## src/verilog/sdSpi_macros.svh

```systemverilog
`ifndef SD_SPI_MACROS_SVH
`define SD_SPI_MACROS_SVH

// SCLK half period reload values
// Half period is the reload plus one clocks
`define SD_DIV_W        6
`define SD_SLOW_DIV     6'd63
`define SD_FAST_DIV     6'd1

// Bus and data widths
`define SD_AXI_AW       5
`define SD_AXI_DW       32
`define SD_BYTE_W       8

// Register byte offsets
`define SD_ADDR_DATA    4'h0
`define SD_ADDR_CTRL    4'h4
`define SD_ADDR_STATUS  4'h8
`define SD_ADDR_RXD     4'hC

// AXI response codes
`define SD_RESP_OKAY    2'b00
`define SD_RESP_SLVERR  2'b10

`endif
```

## src/verilog/sdSpiPkg.sv

```systemverilog
`include "sdSpi_macros.svh"

package sdSpiPkg;

   //////////////////////////////////////////////////////////////////////
   // Shift engine operations
   //////////////////////////////////////////////////////////////////////

   // Encoding matches the CTRL register opcode field
   typedef enum logic [2:0]
   {
      NOP  = 3'd0,
      CSL  = 3'd1,
      CSH  = 3'd2,
      FAST = 3'd3,
      SLOW = 3'd4,
      TR   = 3'd5
   } spiOp;

   //////////////////////////////////////////////////////////////////////
   // Shift engine states
   //////////////////////////////////////////////////////////////////////

   // SCLK is low only in LOW
   typedef enum logic [2:0]
   {
      RESET = 3'd0,
      IDLE  = 3'd1,
      LOW   = 3'd2,
      HIGH  = 3'd3,
      TAIL  = 3'd4
   } phyState;

   // Pending command from the register stage
   typedef struct packed
   {
      spiOp                  op;
      logic [`SD_BYTE_W-1:0] txd;
   } spiCmd;

endpackage

```

## src/verilog/sdSpiCmdIf.sv

```systemverilog
`include "sdSpi_macros.svh"

interface sdSpiCmdIf import sdSpiPkg::*; ();

   // Command channel, valid/ready
   logic                  cmdValid;
   spiOp                  cmdOp;
   logic [`SD_BYTE_W-1:0] cmdTxd;
   logic                  cmdReady;

   // Result and status back from the shift engine
   logic [`SD_BYTE_W-1:0] rxd;
   logic                  done;
   logic                  busy;
   logic                  cs;
   logic                  fast;

   // Register stage side
   modport regs
   (
      output cmdValid, cmdOp, cmdTxd,
      input  cmdReady, rxd, done, busy, cs, fast
   );

   // Shift engine side
   modport phy
   (
      input  cmdValid, cmdOp, cmdTxd,
      output cmdReady, rxd, done, busy, cs, fast
   );

endinterface

```

## src/verilog/sdSpiPhy.sv

```systemverilog
`include "sdSpi_macros.svh"

module sdSpiPhy import sdSpiPkg::*;
(
   input  logic    clk,
   input  logic    rst,
   sdSpiCmdIf.phy  cmd,
   input  logic    spiMiso,
   output logic    spiMosi,
   output logic    spiSclk,
   output logic    spiCs
);

   phyState               state;
   logic [`SD_DIV_W-1:0]  halfCnt;
   logic [`SD_DIV_W-1:0]  divReg;
   logic [2:0]            bitCnt;
   logic [`SD_BYTE_W-1:0] txShift;
   logic [`SD_BYTE_W-1:0] rxShift;
   logic                  csReg;
   logic                  halfEnd;

   // Last clock of the current SCLK half period
   assign halfEnd = (halfCnt == '0);

   //////////////////////////////////////////////////////////////////////
   // Shift engine FSM
   //////////////////////////////////////////////////////////////////////

   always_ff @(posedge clk)
   begin
      if (rst)
      begin
         state    <= RESET;
         csReg    <= 1'b1;
         divReg   <= `SD_SLOW_DIV;
         halfCnt  <= '0;
         bitCnt   <= '0;
         // MOSI idles high
         txShift  <= 8'hFF;
         cmd.done <= 1'b0;
      end
      else
      begin
         cmd.done <= 1'b0;
         case (state)
            RESET:
            begin
               divReg <= `SD_SLOW_DIV;
               state  <= IDLE;
            end

            // Commands are accepted only here
            IDLE:
            begin
               if (cmd.cmdValid)
               begin
                  case (cmd.cmdOp)
                     CSL:  csReg  <= 1'b0;
                     CSH:  csReg  <= 1'b1;
                     FAST: divReg <= `SD_FAST_DIV;
                     SLOW: divReg <= `SD_SLOW_DIV;
                     TR:
                     begin
                        // MSB goes out as LOW is entered
                        halfCnt <= divReg;
                        bitCnt  <= 3'd7;
                        txShift <= cmd.cmdTxd;
                        state   <= LOW;
                     end
                     default:
                     begin
                        state <= IDLE;
                     end
                  endcase
               end
            end

            // SCLK low, card drives MISO
            LOW:
            begin
               if (halfEnd)
               begin
                  halfCnt <= divReg;
                  state   <= HIGH;
               end
               else
                  halfCnt <= halfCnt - 1'b1;
            end

            // SCLK high, next bit or the tail
            HIGH:
            begin
               if (halfEnd)
               begin
                  halfCnt <= divReg;
                  if (bitCnt == '0)
                     state <= TAIL;
                  else
                  begin
                     bitCnt  <= bitCnt - 1'b1;
                     txShift <= {txShift[`SD_BYTE_W-2:0], 1'b1};
                     state   <= LOW;
                  end
               end
               else
                  halfCnt <= halfCnt - 1'b1;
            end

            // Extra high half period before done
            TAIL:
            begin
               if (halfEnd)
               begin
                  cmd.done <= 1'b1;
                  state    <= IDLE;
               end
               else
                  halfCnt <= halfCnt - 1'b1;
            end

            default:
            begin
               state <= IDLE;
            end
         endcase
      end
   end

   // MISO sampled at the rising SCLK edge
   always_ff @(posedge clk)
   begin
      if (state == LOW && halfEnd)
         rxShift <= {rxShift[`SD_BYTE_W-2:0], spiMiso};
   end

   //////////////////////////////////////////////////////////////////////
   // Outputs
   //////////////////////////////////////////////////////////////////////

   assign spiSclk = (state != LOW);
   assign spiMosi = txShift[`SD_BYTE_W-1];
   assign spiCs   = csReg;

   // Status toward the register stage
   assign cmd.cmdReady = (state == IDLE);
   assign cmd.busy     = (state == LOW) || (state == HIGH) || (state == TAIL);
   assign cmd.rxd      = rxShift;
   assign cmd.cs       = csReg;
   assign cmd.fast     = (divReg == `SD_FAST_DIV);

endmodule

```

## src/verilog/sdSpiRegs.sv

```systemverilog
`include "sdSpi_macros.svh"

module sdSpiRegs import sdSpiPkg::*;
(
   input  logic                     clk,
   input  logic                     rst,
   input  logic [`SD_AXI_AW-1:0]    awaddr,
   input  logic                     awvalid,
   output logic                     awready,
   input  logic [`SD_AXI_DW-1:0]    wdata,
   input  logic [`SD_AXI_DW/8-1:0]  wstrb,
   input  logic                     wvalid,
   output logic                     wready,
   output logic [1:0]               bresp,
   output logic                     bvalid,
   input  logic                     bready,
   input  logic [`SD_AXI_AW-1:0]    araddr,
   input  logic                     arvalid,
   output logic                     arready,
   output logic [`SD_AXI_DW-1:0]    rdata,
   output logic [1:0]               rresp,
   output logic                     rvalid,
   input  logic                     rready,
   sdSpiCmdIf.regs                  cmd
);

   logic                  wrHs;
   logic                  rdHs;
   logic                  decOk;
   spiCmd                 decCmd;
   spiCmd                 pendCmd;
   logic [`SD_BYTE_W-1:0] rxdReg;

   // Exact offset match, upper address bits must be zero
   function automatic logic isReg(input logic [`SD_AXI_AW-1:0] addr, input logic [3:0] off);
      return addr == {{(`SD_AXI_AW-4){1'b0}}, off};
   endfunction

   assign wrHs = awready && awvalid && wready && wvalid;
   assign rdHs = arready && arvalid;

   //////////////////////////////////////////////////////////////////////
   // Write decode
   //////////////////////////////////////////////////////////////////////

   always_comb
   begin
      decOk      = 1'b0;
      decCmd.op  = NOP;
      // CTRL-issued transfers clock out ones
      decCmd.txd = 8'hFF;
      if (wstrb[0])
      begin
         if (isReg(awaddr, `SD_ADDR_DATA))
         begin
            decOk      = 1'b1;
            decCmd.op  = TR;
            decCmd.txd = wdata[`SD_BYTE_W-1:0];
         end
         else if (isReg(awaddr, `SD_ADDR_CTRL) && (wdata[2:0] <= TR))
         begin
            decOk     = 1'b1;
            decCmd.op = spiOp'(wdata[2:0]);
         end
      end
   end

   //////////////////////////////////////////////////////////////////////
   // Write channel
   //////////////////////////////////////////////////////////////////////

   always_ff @(posedge clk)
   begin
      if (rst)
      begin
         awready      <= 1'b0;
         wready       <= 1'b0;
         bvalid       <= 1'b0;
         cmd.cmdValid <= 1'b0;
      end
      else
      begin
         // One-cycle ready pulse
         awready <= 1'b0;
         wready  <= 1'b0;
         // Take AW and W together, only with nothing outstanding
         if (!awready && awvalid && wvalid && !cmd.cmdValid && !bvalid)
         begin
            awready <= 1'b1;
            wready  <= 1'b1;
         end
         // Good write becomes a command, bad one answers at once
         if (wrHs)
         begin
            if (decOk)
               cmd.cmdValid <= 1'b1;
            else
               bvalid <= 1'b1;
         end
         // Response waits for the engine to take the command
         if (cmd.cmdValid && cmd.cmdReady)
         begin
            cmd.cmdValid <= 1'b0;
            bvalid       <= 1'b1;
         end
         if (bvalid && bready)
            bvalid <= 1'b0;
      end
   end

   // Command payload and response code
   always_ff @(posedge clk)
   begin
      if (wrHs)
      begin
         pendCmd <= decCmd;
         bresp   <= decOk ? `SD_RESP_OKAY : `SD_RESP_SLVERR;
      end
   end

   assign cmd.cmdOp  = pendCmd.op;
   assign cmd.cmdTxd = pendCmd.txd;

   // Last received byte, captured on completion
   always_ff @(posedge clk)
   begin
      if (cmd.done)
         rxdReg <= cmd.rxd;
   end

   //////////////////////////////////////////////////////////////////////
   // Read channel
   //////////////////////////////////////////////////////////////////////

   always_ff @(posedge clk)
   begin
      if (rst)
      begin
         arready <= 1'b0;
         rvalid  <= 1'b0;
      end
      else
      begin
         arready <= 1'b0;
         if (!arready && arvalid && !rvalid)
            arready <= 1'b1;
         // Data follows the address handshake by one cycle
         if (rdHs)
            rvalid <= 1'b1;
         else if (rvalid && rready)
            rvalid <= 1'b0;
      end
   end

   // Read data mux
   always_ff @(posedge clk)
   begin
      if (rdHs)
      begin
         rdata <= '0;
         rresp <= `SD_RESP_OKAY;
         if (isReg(araddr, `SD_ADDR_STATUS))
            rdata[2:0] <= {cmd.fast, cmd.cs, cmd.busy};
         else if (isReg(araddr, `SD_ADDR_RXD))
            rdata[`SD_BYTE_W-1:0] <= rxdReg;
         // DATA and CTRL are write-only and read zero
         else if (!isReg(araddr, `SD_ADDR_DATA) && !isReg(araddr, `SD_ADDR_CTRL))
            rresp <= `SD_RESP_SLVERR;
      end
   end

endmodule

```

## src/verilog/sdSpiTop.sv

```systemverilog
`include "sdSpi_macros.svh"

module sdSpiTop
(
   input  logic                     clk,
   input  logic                     rst,
   // AXI4-Lite slave
   input  logic [`SD_AXI_AW-1:0]    awaddr,
   input  logic                     awvalid,
   output logic                     awready,
   input  logic [`SD_AXI_DW-1:0]    wdata,
   input  logic [`SD_AXI_DW/8-1:0]  wstrb,
   input  logic                     wvalid,
   output logic                     wready,
   output logic [1:0]               bresp,
   output logic                     bvalid,
   input  logic                     bready,
   input  logic [`SD_AXI_AW-1:0]    araddr,
   input  logic                     arvalid,
   output logic                     arready,
   output logic [`SD_AXI_DW-1:0]    rdata,
   output logic [1:0]               rresp,
   output logic                     rvalid,
   input  logic                     rready,
   // SD card in SPI mode
   input  logic                     spiMiso,
   output logic                     spiMosi,
   output logic                     spiSclk,
   output logic                     spiCs
);

   // Command and status path between the stages
   sdSpiCmdIf sdSpiCmdIf_i ();

   // Register slave stage
   sdSpiRegs sdSpiRegs_i
   (
      .*,
      .cmd (sdSpiCmdIf_i.regs)
   );

   // Shift engine stage
   sdSpiPhy sdSpiPhy_i
   (
      .*,
      .cmd (sdSpiCmdIf_i.phy)
   );

endmodule

```

## config.mk

```make
export PLATFORM = sky130hd
export DESIGN_NAME = sdSpiTop
export DESIGN_NICKNAME = d
export VERILOG_FILES = /design/src/verilog/sdSpiPkg.sv /design/src/verilog/sdSpiCmdIf.sv /design/src/verilog/sdSpiPhy.sv /design/src/verilog/sdSpiRegs.sv /design/src/verilog/sdSpiTop.sv
export VERILOG_INCLUDE_DIRS = /design/src /design/src/verilog
export SDC_FILE = /design/constraint.sdc
export NUM_CORES = 1
export LEC_CHECK = 0
export BUFFER_PORTS_ARGS = -buffer_cell sky130_fd_sc_hd__buf_2
export CAP_MARGIN = 30
export CORE_MARGIN = 5
export CORE_UTILIZATION = 55
export CTS_CLUSTER_SIZE = 14
export DETAILED_ROUTE_END_ITERATION = 7
export PLACE_DENSITY_LB_ADDON = 0.2
export SETUP_SLACK_MARGIN = 0.5
export SLEW_MARGIN = 20
export SYNTH_ARGS = -nofsm -noshare
export SYNTH_HDL_FRONTEND = slang
export SYNTH_SLANG_ARGS = --single-unit
```

## constraint.sdc

```tcl
create_clock -name clk -period 4.9 [get_ports clk]
set_input_delay 0.49 -clock clk [delete_from_list [all_inputs] [get_ports clk]]
set_output_delay 0.49 -clock clk [all_outputs]
set_load 0.01 [all_outputs]
```

# == Word level (Yosys, flattened, before mapping) ==
# Cells that the tools add are included.
# word_totals
regBits,72
input_bits,54
out_inout_bits,44
elab_cells,148
# op_classes
n_addsub,2
n_lt_le_gt_ge,1
n_eq_ne,25
n_mux,43
bitwise_logic,4
n_reduce_logical,52
# op_table
op,count
3-bit 2-to-1 mux,13
8-bit 2-to-1 mux,4
6-bit 2-to-1 mux,5
6-bit one-hot mux with 2 select lines,2
6-bit one-hot mux with 3 select lines,1
1-bit logical AND,16
8-bit one-hot mux with 2 select lines,1
"3-bit by 2-bit equality test with 1-bit output, second input constant",4
3-bit one-hot mux with 2 select lines,2
3-bit one-hot mux with 4 select lines,1
2-bit OR reduction,6
1-bit 2-to-1 mux,11
"5-bit by 3-bit equality test with 1-bit output, second input constant",2
"5-bit by 4-bit equality test with 1-bit output, second input constant",2
5-bit logical NOT,2
"2-bit by 1-bit != test with 1-bit output, second input constant",5
5-bit AND reduction,2
2-bit nonzero test,5
"3-bit equality test, second input constant",3
"2-bit != test, second input constant",4
1-bit logical NOT,7
"3-bit by 1-bit equality test with 1-bit output, second input constant",2
"6-bit by 1-bit equality test with 1-bit output, second input constant",1
3-bit logical NOT,2
other kinds (16),24

# == Longest topological paths before layout ==
# Gate-level depths: netlist of run 1.
# logic_depth
ltp_word,8
depth_mapped,8

# == Modules after synthesis ==
# Synthesis of run 1 repeated with hierarchy kept, for this count alone.
# unflattened
cells_unflattened,281
area_unflattened_um2,3149.3
# by_module_without_submodules
mod,n_inst,cells_each,area_per_inst_um2,seq_area_each_um2
sdSpiPhy,1,168,1659.1,700.7
sdSpiRegs,1,113,1490.2,970.9

# == Worst setup path before layout of run 1 ==
# No wires, ideal clock.
# synth_timing
path_type,register -> register
startpoint,reg sdSpiPhy_i.halfCnt[0]
endpoint,reg sdSpiPhy_i.rxShift[0] (netlist: sdSpiPhy_i.cmd.rxd[0]) (enable)
setup_ns,0.370
t_arrival_ns,1.505
required_time_ns,4.530
setup_slack_ns,3.025
stages_incl_launch_ff,7
path_buffers,1
path_cell_list,dfxtp_1 -> inv_1 -> ha_1 -> nor2b_1 -> nand2_1 -> clkbuf_1 -> nor2_1
# synth_between
elab_chain_cells,2
# synth_rtl
element,line,text
from (decl),sdSpiPhy.sv:15,logic [`SD_DIV_W-1:0] halfCnt;
from (signal assigned),sdSpiPhy.sv:66,halfCnt <= divReg;
from (signal assigned),sdSpiPhy.sv:84,halfCnt <= divReg;
from (signal assigned),sdSpiPhy.sv:88,halfCnt <= halfCnt - 1'b1;
6-bit logical NOT,sdSpiPhy.sv:24,assign halfEnd = (halfCnt == '0);
1-bit logical AND,sdSpiPhy.sv:133,if (state == LOW && halfEnd)
to (signal assigned),sdSpiPhy.sv:134,"rxShift <= {rxShift[`SD_BYTE_W-2:0], spiMiso};"
to (decl),sdSpiPhy.sv:19,logic [`SD_BYTE_W-1:0] rxShift;
# Every way passes these cells.
# A chain may end at the register's enable or synchronous reset.

# == Worst setup path in the final report of run 1 ==
# Ends and elaborated chain as after synthesis.

==> impl_results.md, run 1 <==
* Worst Tran Pin Value at 0.625 ns
* Setup CP Type: register to register
* Vias per std cell at 5.17
* Sink Count at 65
* Netlist cell types at 50
* MaxCap Viol Count at 0
* ANT nets after route at 0
* Most frequent cells in the layout: buf_2 (44), edfxtp_1 (37), dfxtp_1 (28)
* Core area at 5470 um2
* Gr ovfl total at 0
* Gpl congestion at between 0.8 and 0.9
* Asr flop ratio synth at 0%
* Worst hold-check path type: input port to register
* Post-CTS setup buffer count at 0
* Site Rows at 27
* CTS clk-pin slew, worst paths at roughly 0.07 ns
* First-pass GRT wire length at 8710 um
* Initial antenna violation count at 0
* CP max-delay cell: nor2_1
* Synth Area in XOR/XNOR at 0%
* Max Slew Vio Count at 0
* Number of synthesized flops with an enable pin at 37
* Hold slack at 0.332 ns
* Register area share after synthesis at 54.5%
* Ant. Diodes at 0
* CTS tree: yes
* CTS resizes at 0
* Post-route insts no fill at 410
* Setup-failing EPs final at 0
* PwrDens at 316 nW/um2
* Number of global-route vias before repair at 1,912
* CP bufs+invs at 1
* CP Cell Sequence: inv_1, ha_1, nor2b_1, nand2_1, nor2_1
* Initial DRC Count at 126
* Storage cell area at 1670 um2
* Hpwl dp at 3810 um
* Net total in the final layout at 390
* Top Ports at 98
* Post-DR wirelength/cell at around 13 um
* FMAX at 455 MHz
* Area leader, netlist: edfxtp_1
* Max Fanout on Critical Path at 11
* CP max stage delay at 0.56 ns
* Drt first pass iters at 4
* Starting Density at 56.0%
* Cell Area, Synth at 3070 um2
* RSZ-0062 raised after global routing: false
* Syn-to-layout area delta at 11.2%
* Register bit total from synthesis at 65
* Area of the multi-input gates at 1170 um2
* I/O Buffers at 44
* Final hold violations at 0
* Die width at 84.7 um
* Die height at 84.7 um
* Layout cell share with drive strength beyond 1 at 19.8%
* Placed cell area at ~3200 um2
* Post-route cell area at 3410 um2
* Reg2reg setup slack at 2.70 ns
* Status: finished, final reports clean
* CTS Hold Bufs at 0
* Synth Area per Inst at 10.5 um2
* Commonest non-fill, non-tap cell in the layout: buf_2
* Yosys top cell area share at 36.2%
* H-tree lvl count at 3
* All-Layer GR Usage at 15.0%
* Relative slew slack at 58.3%
* Yosys warning count at 0
* Root buf cell: clkbuf_8
* Setup Skew at about 0.0042 ns
* Fin crit period at approximately 2.2 ns
* Clock Tree Buf Depth at 2
* Fin Setup TNS at 0 ns
* Fillers at 474
* Total CTS buffers at 9
* Top FF cell, synth: edfxtp_1
* Area contributors post-synth: edfxtp_1 (36%), dfxtp_1 (18%), buf_4 (6.9%)
* Largest family of logic cells by synthesized area: simple AND/OR/NAND/NOR gates
* Total Wirelength at around 5200 um
* Via count at 2,119
* Mux contribution to synthesized area at 2.61%
* Area fraction in compound gates after synthesis at 14.1%
* Area share of and/or/nand/nor cells after synthesis at 17.1%
* Largest net degree at the start of global routing at 21
* CP arrival at between 2 and 2.5 ns
* Clock Latency Late Sink at 0.33 ns
* Cells after Synth at 292
* CP delay by family, top: simple AND/OR/NAND/NOR gates
* Synth Area in Adders at roughly 1.2%
* Pleak at 1.37 nW
* Post-route DRC at 0
* Setup crit end kind: register
* Final core utilization at between 60% and 70%
* Peak supply drop at 0.000203 V
* Inst Count DP at 394
* Crit start category: register
* Final Cycle Share at 44.8%
* Area of the die at ~7200 um2
* Required @ worst endpoint at 4.87 ns
==> area by class of cell <==
cell class / count / area share, %
Multi-Input combinational cell: 199 / 34.3
Timing Repair Buffer: 44 / 6.46
Tap cell: 72 / 2.64
Inverter: 14 / 1.54
Clock inverter: 7 / 2.35
Clock buffer: 9 / 3.63
Sequential cell: 65 / 49.0
==> final timing paths <==
path,to,cells past startpoint,start
min reg2reg,sdSpiRegs_i.rxdReg[7]$_DFFE_PP_,0,sdSpiPhy_i.cmd.rxd[7]$_DFFE_PP_
min,sdSpiRegs_i.bvalid$_SDFFE_PP0P_,2,bready
max reg2reg,sdSpiPhy_i.cmd.rxd[0]$_DFFE_PP_,5,sdSpiPhy_i.halfCnt[0]$_SDFFE_PP0P_
max,sdSpiPhy_i.cmd.rxd[0]$_DFFE_PP_,5,sdSpiPhy_i.halfCnt[0]$_SDFFE_PP0P_
==> state kept, by name, summed over array words and instances (netlist names) <==
name                      flops
sdSpiRegs_i.cmd.cmdValid      1
sdSpiRegs_i.bvalid            1
sdSpiPhy_i.cmd.rxd            8
sdSpiRegs_i.awready           1
sdSpiRegs_i.cmd.cmdTxd        8
sdSpiRegs_i.rdata             8
sdSpiRegs_i.rresp             1
sdSpiPhy_i.halfCnt            6
sdSpiPhy_i.divReg             1
sdSpiRegs_i.rvalid            1
sdSpiPhy_i.cmd.done           1
sdSpiRegs_i.bresp             1
sdSpiPhy_i.txShift            8
sdSpiPhy_i.bitCnt             3
sdSpiRegs_i.rxdReg            8
sdSpiRegs_i.cmd.cmdOp         3
sdSpiRegs_i.arready           1
sdSpiPhy_i.state              3
sdSpiPhy_i.cmd.cs             1
==> synth_stat cells (5+ instances only) <==
cell type  count
a21oi_1       21
or3_1         11
o211ai_1       6
mux2i_1        8
inv_1         12
o21ai_0        6
dfxtp_1       28
o21ai_1        5
nand2b_1       7
a211oi_1       6
and2_1         8
buf_4         28
clkbuf_1       6
edfxtp_1      37
nor3_1         9
nand2_1       17
nor2_1        22
==> logic make-up after synthesis <==
| family | after synthesis |
|---|---|
| compound gates | 64 |
| fa+ha+maj | 3 |
| buf+inv | 53 |
| flops | 65 |
| mux | 8 |
| other cells | 1 |
| simple gates | 98 |
==> worst register-to-register path, cell delays in order (launching register included) <==
cell and delay [ns]:
dfxtp_1 0.35, inv_1 0.07, ha_1 0.29, nor2b_1 0.29, nand2_1 0.28, nor2_1 0.56
==> power by group <==
group / internal, mW / total [mW] / switching [mW]
Clock: 0.240 / 0.456 / 0.216
Sequential: 0.576 / 0.579 / 0.00363
Combinational: 0.0145 / 0.0421 / 0.0276
==> routing by layer <==
| layer | GRT usage (%) | part of all wire, % | wire (um) | vias up |
|---|---|---|---|---|
| met5 | 0 | 0 | 0 | - |
| met4 | 6.91 | 1.3 | 69 | 0 |
| met3 | 4.71 | 7.9 | 411 | 8 |
| met2 | 22.7 | 44 | 2310 | 73 |
| met1 | 19.6 | 47 | 2440 | 939 |
| li1 | - | - | - | 1099 |
==> through the flow <==
stage / power, mW / setup WS, ns
finish: 1.08 / 2.70
global route: 1.12 / 2.50
CTS: 1.08 / 2.72
detailed placement: 0.634 / 2.73
global placement: 0.633 / 2.76
floorplan: 0.633 / 3.02
(Power assumes the default switching activity.)
==> inputs of run 2 (changes only) <==
--- a/config.mk
+++ b/config.mk
@@ -6,10 +6,11 @@
 export SDC_FILE = /design/constraint.sdc
 export NUM_CORES = 1
 export LEC_CHECK = 0
+export ABC_AREA = 1
 export BUFFER_PORTS_ARGS = -buffer_cell sky130_fd_sc_hd__buf_2
 export CAP_MARGIN = 30
 export CORE_MARGIN = 5
-export CORE_UTILIZATION = 55
+export CORE_UTILIZATION = 46
 export CTS_CLUSTER_SIZE = 14
 export DETAILED_ROUTE_END_ITERATION = 7
 export PLACE_DENSITY_LB_ADDON = 0.2
==> constraint.sdc (replaced) <==
create_clock -name clk -period 1.85 [get_ports clk]
set_input_delay 0.185 -clock clk [delete_from_list [all_inputs] [get_ports clk]]
set_output_delay 0.185 -clock clk [all_outputs]
set_load 0.01 [all_outputs]
==> run 2 against run 1 <==
Synthesized cell count rose by 27%. Via count rose by 20%. Sequential power rose to 3.4 times the previous value. Power rose to 4.9 times the previous value. Sequential cell count did not move. Clock power rose by 120%. Worst hold slack got worse by 0.25 ns. First-iteration DRC count fell by 16%. Critical path depth rose by 3. Largest cell class unchanged.
==> impl_results.md, run 2 <==
* Status: finished, final reports clean
* Vias per std cell at 4.81
* First-pass GRT wire length at approximately 11,000 um
* Hold Startpoint: bready
* Cell Area, Synth at approximately 3100 um2
* Area leader, netlist: edfxtp_1
* PwrDens at 1340 nW/um2
* Die width at 92.5 um
* CP max stage delay at 0.33 ns
* CP delay by family, top: simple AND/OR/NAND/NOR gates
* Storage cell area at 1680 um2
* FF-to-FF path depth at 8
* Area of the multi-input gates at 1420 um2
* Top Ports at 98
* Clock Latency Late Sink at 0.34 ns
* Number of synthesized flops with an enable pin at 37
* Cell with the most instances after synthesis: nand2_1
* Worst hold-check path type: input port to register
* Setup crit end kind: register
* Reg2reg setup slack at 0.43 ns
* Hold slack at 0.0769 ns
* Via count at roughly 2,500
* Worst Tran Pin Value at 0.505 ns
* Ant. Diodes at 0
* Largest net degree at the start of global routing at 15
* Wire length on met1 at 2800 um
* Worst R2R End: sdSpiPhy_i.txShift[6]$_SDFFE_PP1P_
* Highest routed layer: met4
* Gpl congestion at about 0.82
* I/O Buffers at 44
* All-Layer GR Usage at around 16%
* ANT nets after route at 0
* Setup Skew at 0.00613 ns
* Net total in the final layout at 499
* Final Cycle Share at about three quarters
* Pwr Total at between 5 and 6 mW
* Gr ovfl total at 0
* WL met3 at 417 um
* Post-DR wirelength/cell at 12.5 um
* Total Wirelength at 6580 um
* Reg2reg start: sdSpiPhy_i.halfCnt[0]$_SDFFE_PP0P_
* CTS tree: yes
* Max Fanout on Critical Path at 6
* Setup CP Type: register to register
* CP bufs+invs at 2
* Cells after Synth at between 300 and 400
* FMAX at 706 MHz
* Area of the die at 8560 um2
* Yosys top cell area share at 35.5%
* Starting Density at 46.6%
* CP max-delay cell: dfxtp_2
* Core area at 6720 um2
* Drt first pass iters at 4
* Required @ worst endpoint at about 2.1 ns
* Top FF cell, synth: edfxtp_1
* CTS clk-pin slew, worst paths at 0.07 ns
* Fillers at around 580
* Relative slew slack at roughly two thirds
* Site Rows at 30
* Initial antenna violation count at 0
* Register bit total from synthesis at 65
* CP Cell Sequence: inv_2, ha_4, nand3_4, a21oi_4, buf_12, nand2_4, nand2_1, nand3_1
* Netlist cell types at 29
* Max Slew Vio Count at 0
* Yosys warning count at 0
* Final hold violations at 0
* Fin Setup TNS at 0 ns
* Clock Tree Buf Depth at 2
* Synth Area per Inst at 8.44 um2
* Root buf cell: clkbuf_8
* Hpwl dp at 4150 um
* Area contributors post-synth: edfxtp_1 (35%), dfxtp_1 (18%), nand2_1 (12%)
* Layout cell share with drive strength beyond 1 at 33.6%
* Asr flop ratio synth at 0%
* Die height at 92.5 um
* Most frequent cells in the layout: nand2_1 (89), buf_2 (44), inv_1 (38)
* Sink Count at 65
* Hold depth at 4
* Met2 wire length at roughly 3300 um
* Setup-failing EPs final at 0
* MaxCap Viol Count at 0
* Pleak at 1.80 nW
* Number of global-route vias before repair at ~2,300
* WHS Endpoint: sdSpiRegs_i.bvalid$_SDFFE_PP0P_
* Post-route DRC at 0
* Fin crit period at 1.42 ns
* Total CTS buffers at 9
* Commonest non-fill, non-tap cell in the layout: nand2_1
* Post-route cell area at approximately 4000 um2
* RSZ-0062 raised after global routing: true
* Peak supply drop at 0.000574 V
* Placed cell area at approximately 3400 um2
* Syn-to-layout area delta at 27.1%
* Crit start category: register
* Initial DRC Count at 106
* Most common library cells after synthesis: nand2_1 (104), inv_1 (44), edfxtp_1 (37)
* Register area share after synthesis at between 50% and 60%
* H-tree lvl count at 3
* CP arrival at 1.65 ns
## run 2: cell count changes after synthesis, moves of 11 or more
cell and delta:
nand2_1 +87, inv_1 +32, nand3_1 +28, nor2_1 +11
or3_1 -11
## run 2: cells by family (layout without fill, tap and decap cells)
kind of cell               Yosys count  in the layout  synth area share (%)
other                                1             26                 0.120
and+or+nand+nor                    191            192                  26.2
buffers and inverters               79            129                  13.1
DFF                                 65             65                  53.4
AOI/OAI and AO/OA                   29             29                  5.19
xor gates and xnor gates             3              3                 0.839
adders and majority gates            3              3                  1.20
## run 2: repair_timing
action | CTS | global route
hold buffers | 1 | 0
endpoints found under the hold margin | 1 | 0
resized for setup | 36 | 43
endpoints found under the setup margin | 29 | 31
gates cloned | 3 | 0
buffers inserted | 7 | 9
pin swaps | 5 | 18
## run 2: worst register-to-register path, stage by stage (launching register included)
cell and delay [ns]:
dfxtp_2 0.33, inv_2 0.08, ha_4 0.16, nand3_4 0.13, a21oi_4 0.23, buf_12 0.15
nand2_4 0.08, nand2_1 0.09, nand3_1 0.07
## run 2: how the worst max path moves through the flow
stage / endpoint / from / depth (start not counted) / slack [ns]
final: sdSpiPhy_i.txShift[6]$_SDFFE_PP1P_ / sdSpiPhy_i.halfCnt[0]$_SDFFE_PP0P_ / 8 / 0.43
after global routing: sdSpiPhy_i.txShift[6]$_SDFFE_PP1P_ / sdSpiPhy_i.halfCnt[0]$_SDFFE_PP0P_ / 8 / 0.35
after CTS: sdSpiPhy_i.bitCnt[0]$_SDFFE_PP0P_ / sdSpiRegs_i.cmd.cmdOp[1]$_SDFFCE_PP0P_ / 9 / 0.42
after detailed placement: sdSpiPhy_i.bitCnt[0]$_SDFFE_PP0P_ / sdSpiPhy_i.state[1]$_SDFFE_PP0P_ / 7 / 0.15
after global placement: sdSpiPhy_i.bitCnt[0]$_SDFFE_PP0P_ / sdSpiPhy_i.state[1]$_SDFFE_PP0P_ / 7 / 0.17
after floorplan: sdSpiPhy_i.txShift[0]$_SDFFE_PP1P_ / sdSpiPhy_i.halfCnt[0]$_SDFFE_PP0P_ / 8 / 0.53
## run 2: area by class of cell
type / count / share of cell area [%]
timing repair buffer: 69 / 11.3
tap: 80 / 2.51
multi-input combinational: 253 / 35.7
clock inverter: 6 / 0.880
sequential: 65 / 42.2
inverter: 44 / 4.21
clock buffer: 10 / 3.21
## run 2: through the flow
stage,worst slack (ns),utilization (%),std cells
2_1_floorplan,0.527,-,396
3_3_place_gp,0.175,50.2,491
3_5_place_dp,0.154,50.2,491
4_1_cts,0.415,55.8,518
5_1_grt,0.354,59.3,527
6_report,0.434,59.3,527
## run 2: routing by layer
metal	GRT usage, %	vias to the layer above
met2	24.8	64
li1	-	1293
met5	0	-
met4	7.67	0
met3	5.04	7
met1	19.4	1171
## run 2: where the power goes
group / internal (mW) / total, mW / switching (mW)
registers: 1.75 / 1.94 / 0.187
logic: 1.01 / 2.37 / 1.36
clock network: 0.476 / 1.02 / 0.540
total: 3.23 / 5.32 / 2.09
==> inputs of run 3 (changes only) <==
--- a/config.mk
+++ b/config.mk
@@ -6,11 +6,11 @@
 export SDC_FILE = /design/constraint.sdc
 export NUM_CORES = 1
 export LEC_CHECK = 0
-export ABC_AREA = 1
+export ABC_AREA = 0
 export BUFFER_PORTS_ARGS = -buffer_cell sky130_fd_sc_hd__buf_2
 export CAP_MARGIN = 30
 export CORE_MARGIN = 5
-export CORE_UTILIZATION = 46
+export CORE_UTILIZATION = 51
 export CTS_CLUSTER_SIZE = 14
 export DETAILED_ROUTE_END_ITERATION = 7
 export PLACE_DENSITY_LB_ADDON = 0.2
==> constraint.sdc (replaced) <==
create_clock -name clk -period 1.35 [get_ports clk]
set_input_delay 0.135 -clock clk [delete_from_list [all_inputs] [get_ports clk]]
set_output_delay 0.135 -clock clk [all_outputs]
set_load 0.01 [all_outputs]
==> run 3 against run 2 <==
The flow now finishes with violations (negative setup slack). Count of clock-buffer cells in the layout is 1 lower. Via count up 1.3%. Critical path depth stayed put. Core utilization up 17 points. Die area is 11% lower. Clock power increased by 41%. Global-route usage up 3.6 points. Critical path type unchanged. Critical endpoint is now sdSpiPhy_i.bitCnt[2]$_SDFFE_PP0P_. Largest cell class unchanged. Largest power group is now registers.
==> impl_results.md, run 3 (same netlist as run 1, synthesis figures left out) <==
* Root buf cell: clkbuf_8
* FMAX at 630 MHz
* Hold Startpoint: wdata[3]
* First-pass GRT wire length at 11,200 um
* MaxCap Viol Count at 0
* Gpl congestion at 0.851
* Power share of the sequential group at between 50% and 60%
* Hold slack at 0.0427 ns
* Via count at around 2,600
* Peak supply drop at 0.000652 V
* Pre-CTS worst setup slack at -0.222 ns
* Post-route DRC at 0
* Violated checks: negative setup slack
* Reg2reg setup slack at -0.24 ns
* Hold depth at 2
* Vias per std cell at 5.25
* Largest net degree at the start of global routing at 20
* I/O Buffers at 44
* CP arrival at 1.85 ns
* Die height at 87.5 um
* Top Ports at 98
* Clock Latency Late Sink at about 0.35 ns
* ANT nets after route at 0
* Core area at 5890 um2
* Post-DR wirelength/cell at ~16 um
* PwrDens at 841 nW/um2
* Site Rows at 28
* Inst Count DP at 449
* Hpwl dp at 4620 um
* H-tree lvl count at 3
* Setup-failing EPs final at 31
* Worst R2R End: sdSpiPhy_i.bitCnt[2]$_SDFFE_PP0P_
* Sink Count at 65
* Status: complete, but fails checks
* Net total in the final layout at approximately 470
* Commonest non-fill, non-tap cell in the layout: buf_4
* Final core utilization at between 70% and 80%
* Fillers at between 300 and 400
* Total Wirelength at 7660 um
* Most frequent cells in the layout: buf_4 (49), edfxtp_1 (37), buf_2 (34)
* CTS tree: yes
* Initial DRC Count at 121
* Syn-to-layout area delta at 46.6%
* CTS clk-pin slew, worst paths at 0.07 ns
* Switching power at 931 uW
* Crit start category: register
* Setup crit end kind: register
* Fin crit period at 1.59 ns
* Die width at between 80 and 90 um
* Worst hold-check path type: input port to register
* Gr ovfl total at 0
* Layout cell share with drive strength beyond 1 at 53.6%
* Number of global-route vias before repair at 2,445
* RSZ-0062 raised after global routing: true
* All-Layer GR Usage at around 19%
* Final Cycle Share at 118%
* Drt first pass iters at 4
* Area of the die at 7660 um2
* Setup Skew at 0.00905 ns
* Cell internal pwr at 2.85 mW
* Combinational Power Share at under 10%
* Clock Tree Buf Depth at 2
* FF-to-FF path depth at 8
* Max Slew Vio Count at 0
* Setup ws final at -0.237 ns
* Initial antenna violation count at 0
* Total CTS buffers at 9
* Sw Share at 24.6%
* Required @ worst endpoint at roughly 1.6 ns
* Final hold violations at 0
* Pleak at about 1.8 nW
* Post-route insts no fill at 489
* Reg2reg start: sdSpiPhy_i.halfCnt[0]$_SDFFE_PP0P_
* Ant. Diodes at 0
* Max Fanout on Critical Path at 4
* Clock network power share at 38.0%
* Starting Density at between 50% and 60%
* Setup CP Type: register to register
* WHS Endpoint: sdSpiRegs_i.cmd.cmdTxd[3]$_SDFFCE_PN1P_
[run 3: cell types whose count changed in the layout (fill, tap and decap cells not counted), sizes merged, moves of 9 or more]
cell / change
nand2: -87
buf: +46
nand3: -30
inv: -29
nor2: -15
or3: +11
and2: +9
[run 3: worst max path at each step]
stage	startpoint	endpoint	slack, ns
5_1_grt	sdSpiPhy_i.halfCnt[0]$_SDFFE_PP0P_	sdSpiPhy_i.bitCnt[2]$_SDFFE_PP0P_	-0.27
3_5_place_dp	sdSpiPhy_i.state[1]$_SDFFE_PP0P_	sdSpiPhy_i.halfCnt[1]$_SDFFE_PP0P_	-0.22
6_report	sdSpiPhy_i.halfCnt[0]$_SDFFE_PP0P_	sdSpiPhy_i.bitCnt[2]$_SDFFE_PP0P_	-0.24
3_3_place_gp	sdSpiPhy_i.state[1]$_SDFFE_PP0P_	sdSpiPhy_i.halfCnt[5]$_SDFFE_PP0P_	-0.18
2_1_floorplan	sdSpiPhy_i.state[2]$_SDFFE_PP0P_	sdSpiPhy_i.halfCnt[1]$_SDFFE_PP0P_	-0.17
4_1_cts	sdSpiRegs_i.cmd.cmdOp[1]$_SDFFCE_PP0P_	sdSpiPhy_i.bitCnt[2]$_SDFFE_PP0P_	-0.19
[run 3: timing repair]
item	4_1_cts	5_1_grt
buffers inserted	8	9
gates resized for setup	63	46
hold buffers	2	0
pin swaps	19	34
gates cloned	4	1
setup endpoints to repair	91	91
hold endpoints to repair	2	0
[run 3: area by class of cell]
class	count	area, um2	share of cell area (%)
Inverter	14	52.6	1.17
Multi-Input combinational cell	203	1560	34.8
Clock buffer	9	124	2.76
Timing Repair Buffer	116	907	20.2
Clock inverter	7	45.0	1.00
Tap cell	75	93.8	2.09
Sequential cell	65	1710	38.0
[run 3: worst max-delay path, stage by stage, from the launching register on]
cell and delay (ns):
dfxtp_2 0.33, inv_2 0.07, ha_4 0.13, nor2b_4 0.18
nand4_1 0.15, buf_4 0.18, a21oi_4 0.19, a21oi_1 0.09
a311oi_1 0.18
[run 3: through the flow]
step                      power, mW  instance area [um2]  setup TNS (ns)
final                          3.78                 4490           -4.05
after global routing           3.91                 4490           -5.93
after CTS                      3.78                 4230           -3.72
after detailed placement       2.33                 3710           -3.97
after global placement         2.33                 3710           -3.14
after floorplan                2.31                 3320           -1.98
[run 3: power by group through the flow]
stage	registers (mW)	clock network, mW	logic, mW
4_1_cts	2.10	1.46	0.220
2_1_floorplan	2.15	0	0.161
5_1_grt	2.10	1.54	0.268
3_5_place_dp	2.15	0	0.186
6_report	2.10	1.44	0.246
3_3_place_gp	2.15	0	0.183
[run 3: routing by layer]
layer	global-route usage, %	wire, um	part of all wire (%)
met2	33.2	4110	54
met1	22.9	3010	39
met4	9.21	74	0.97
met5	0	0	0
met3	4.33	470	6.1
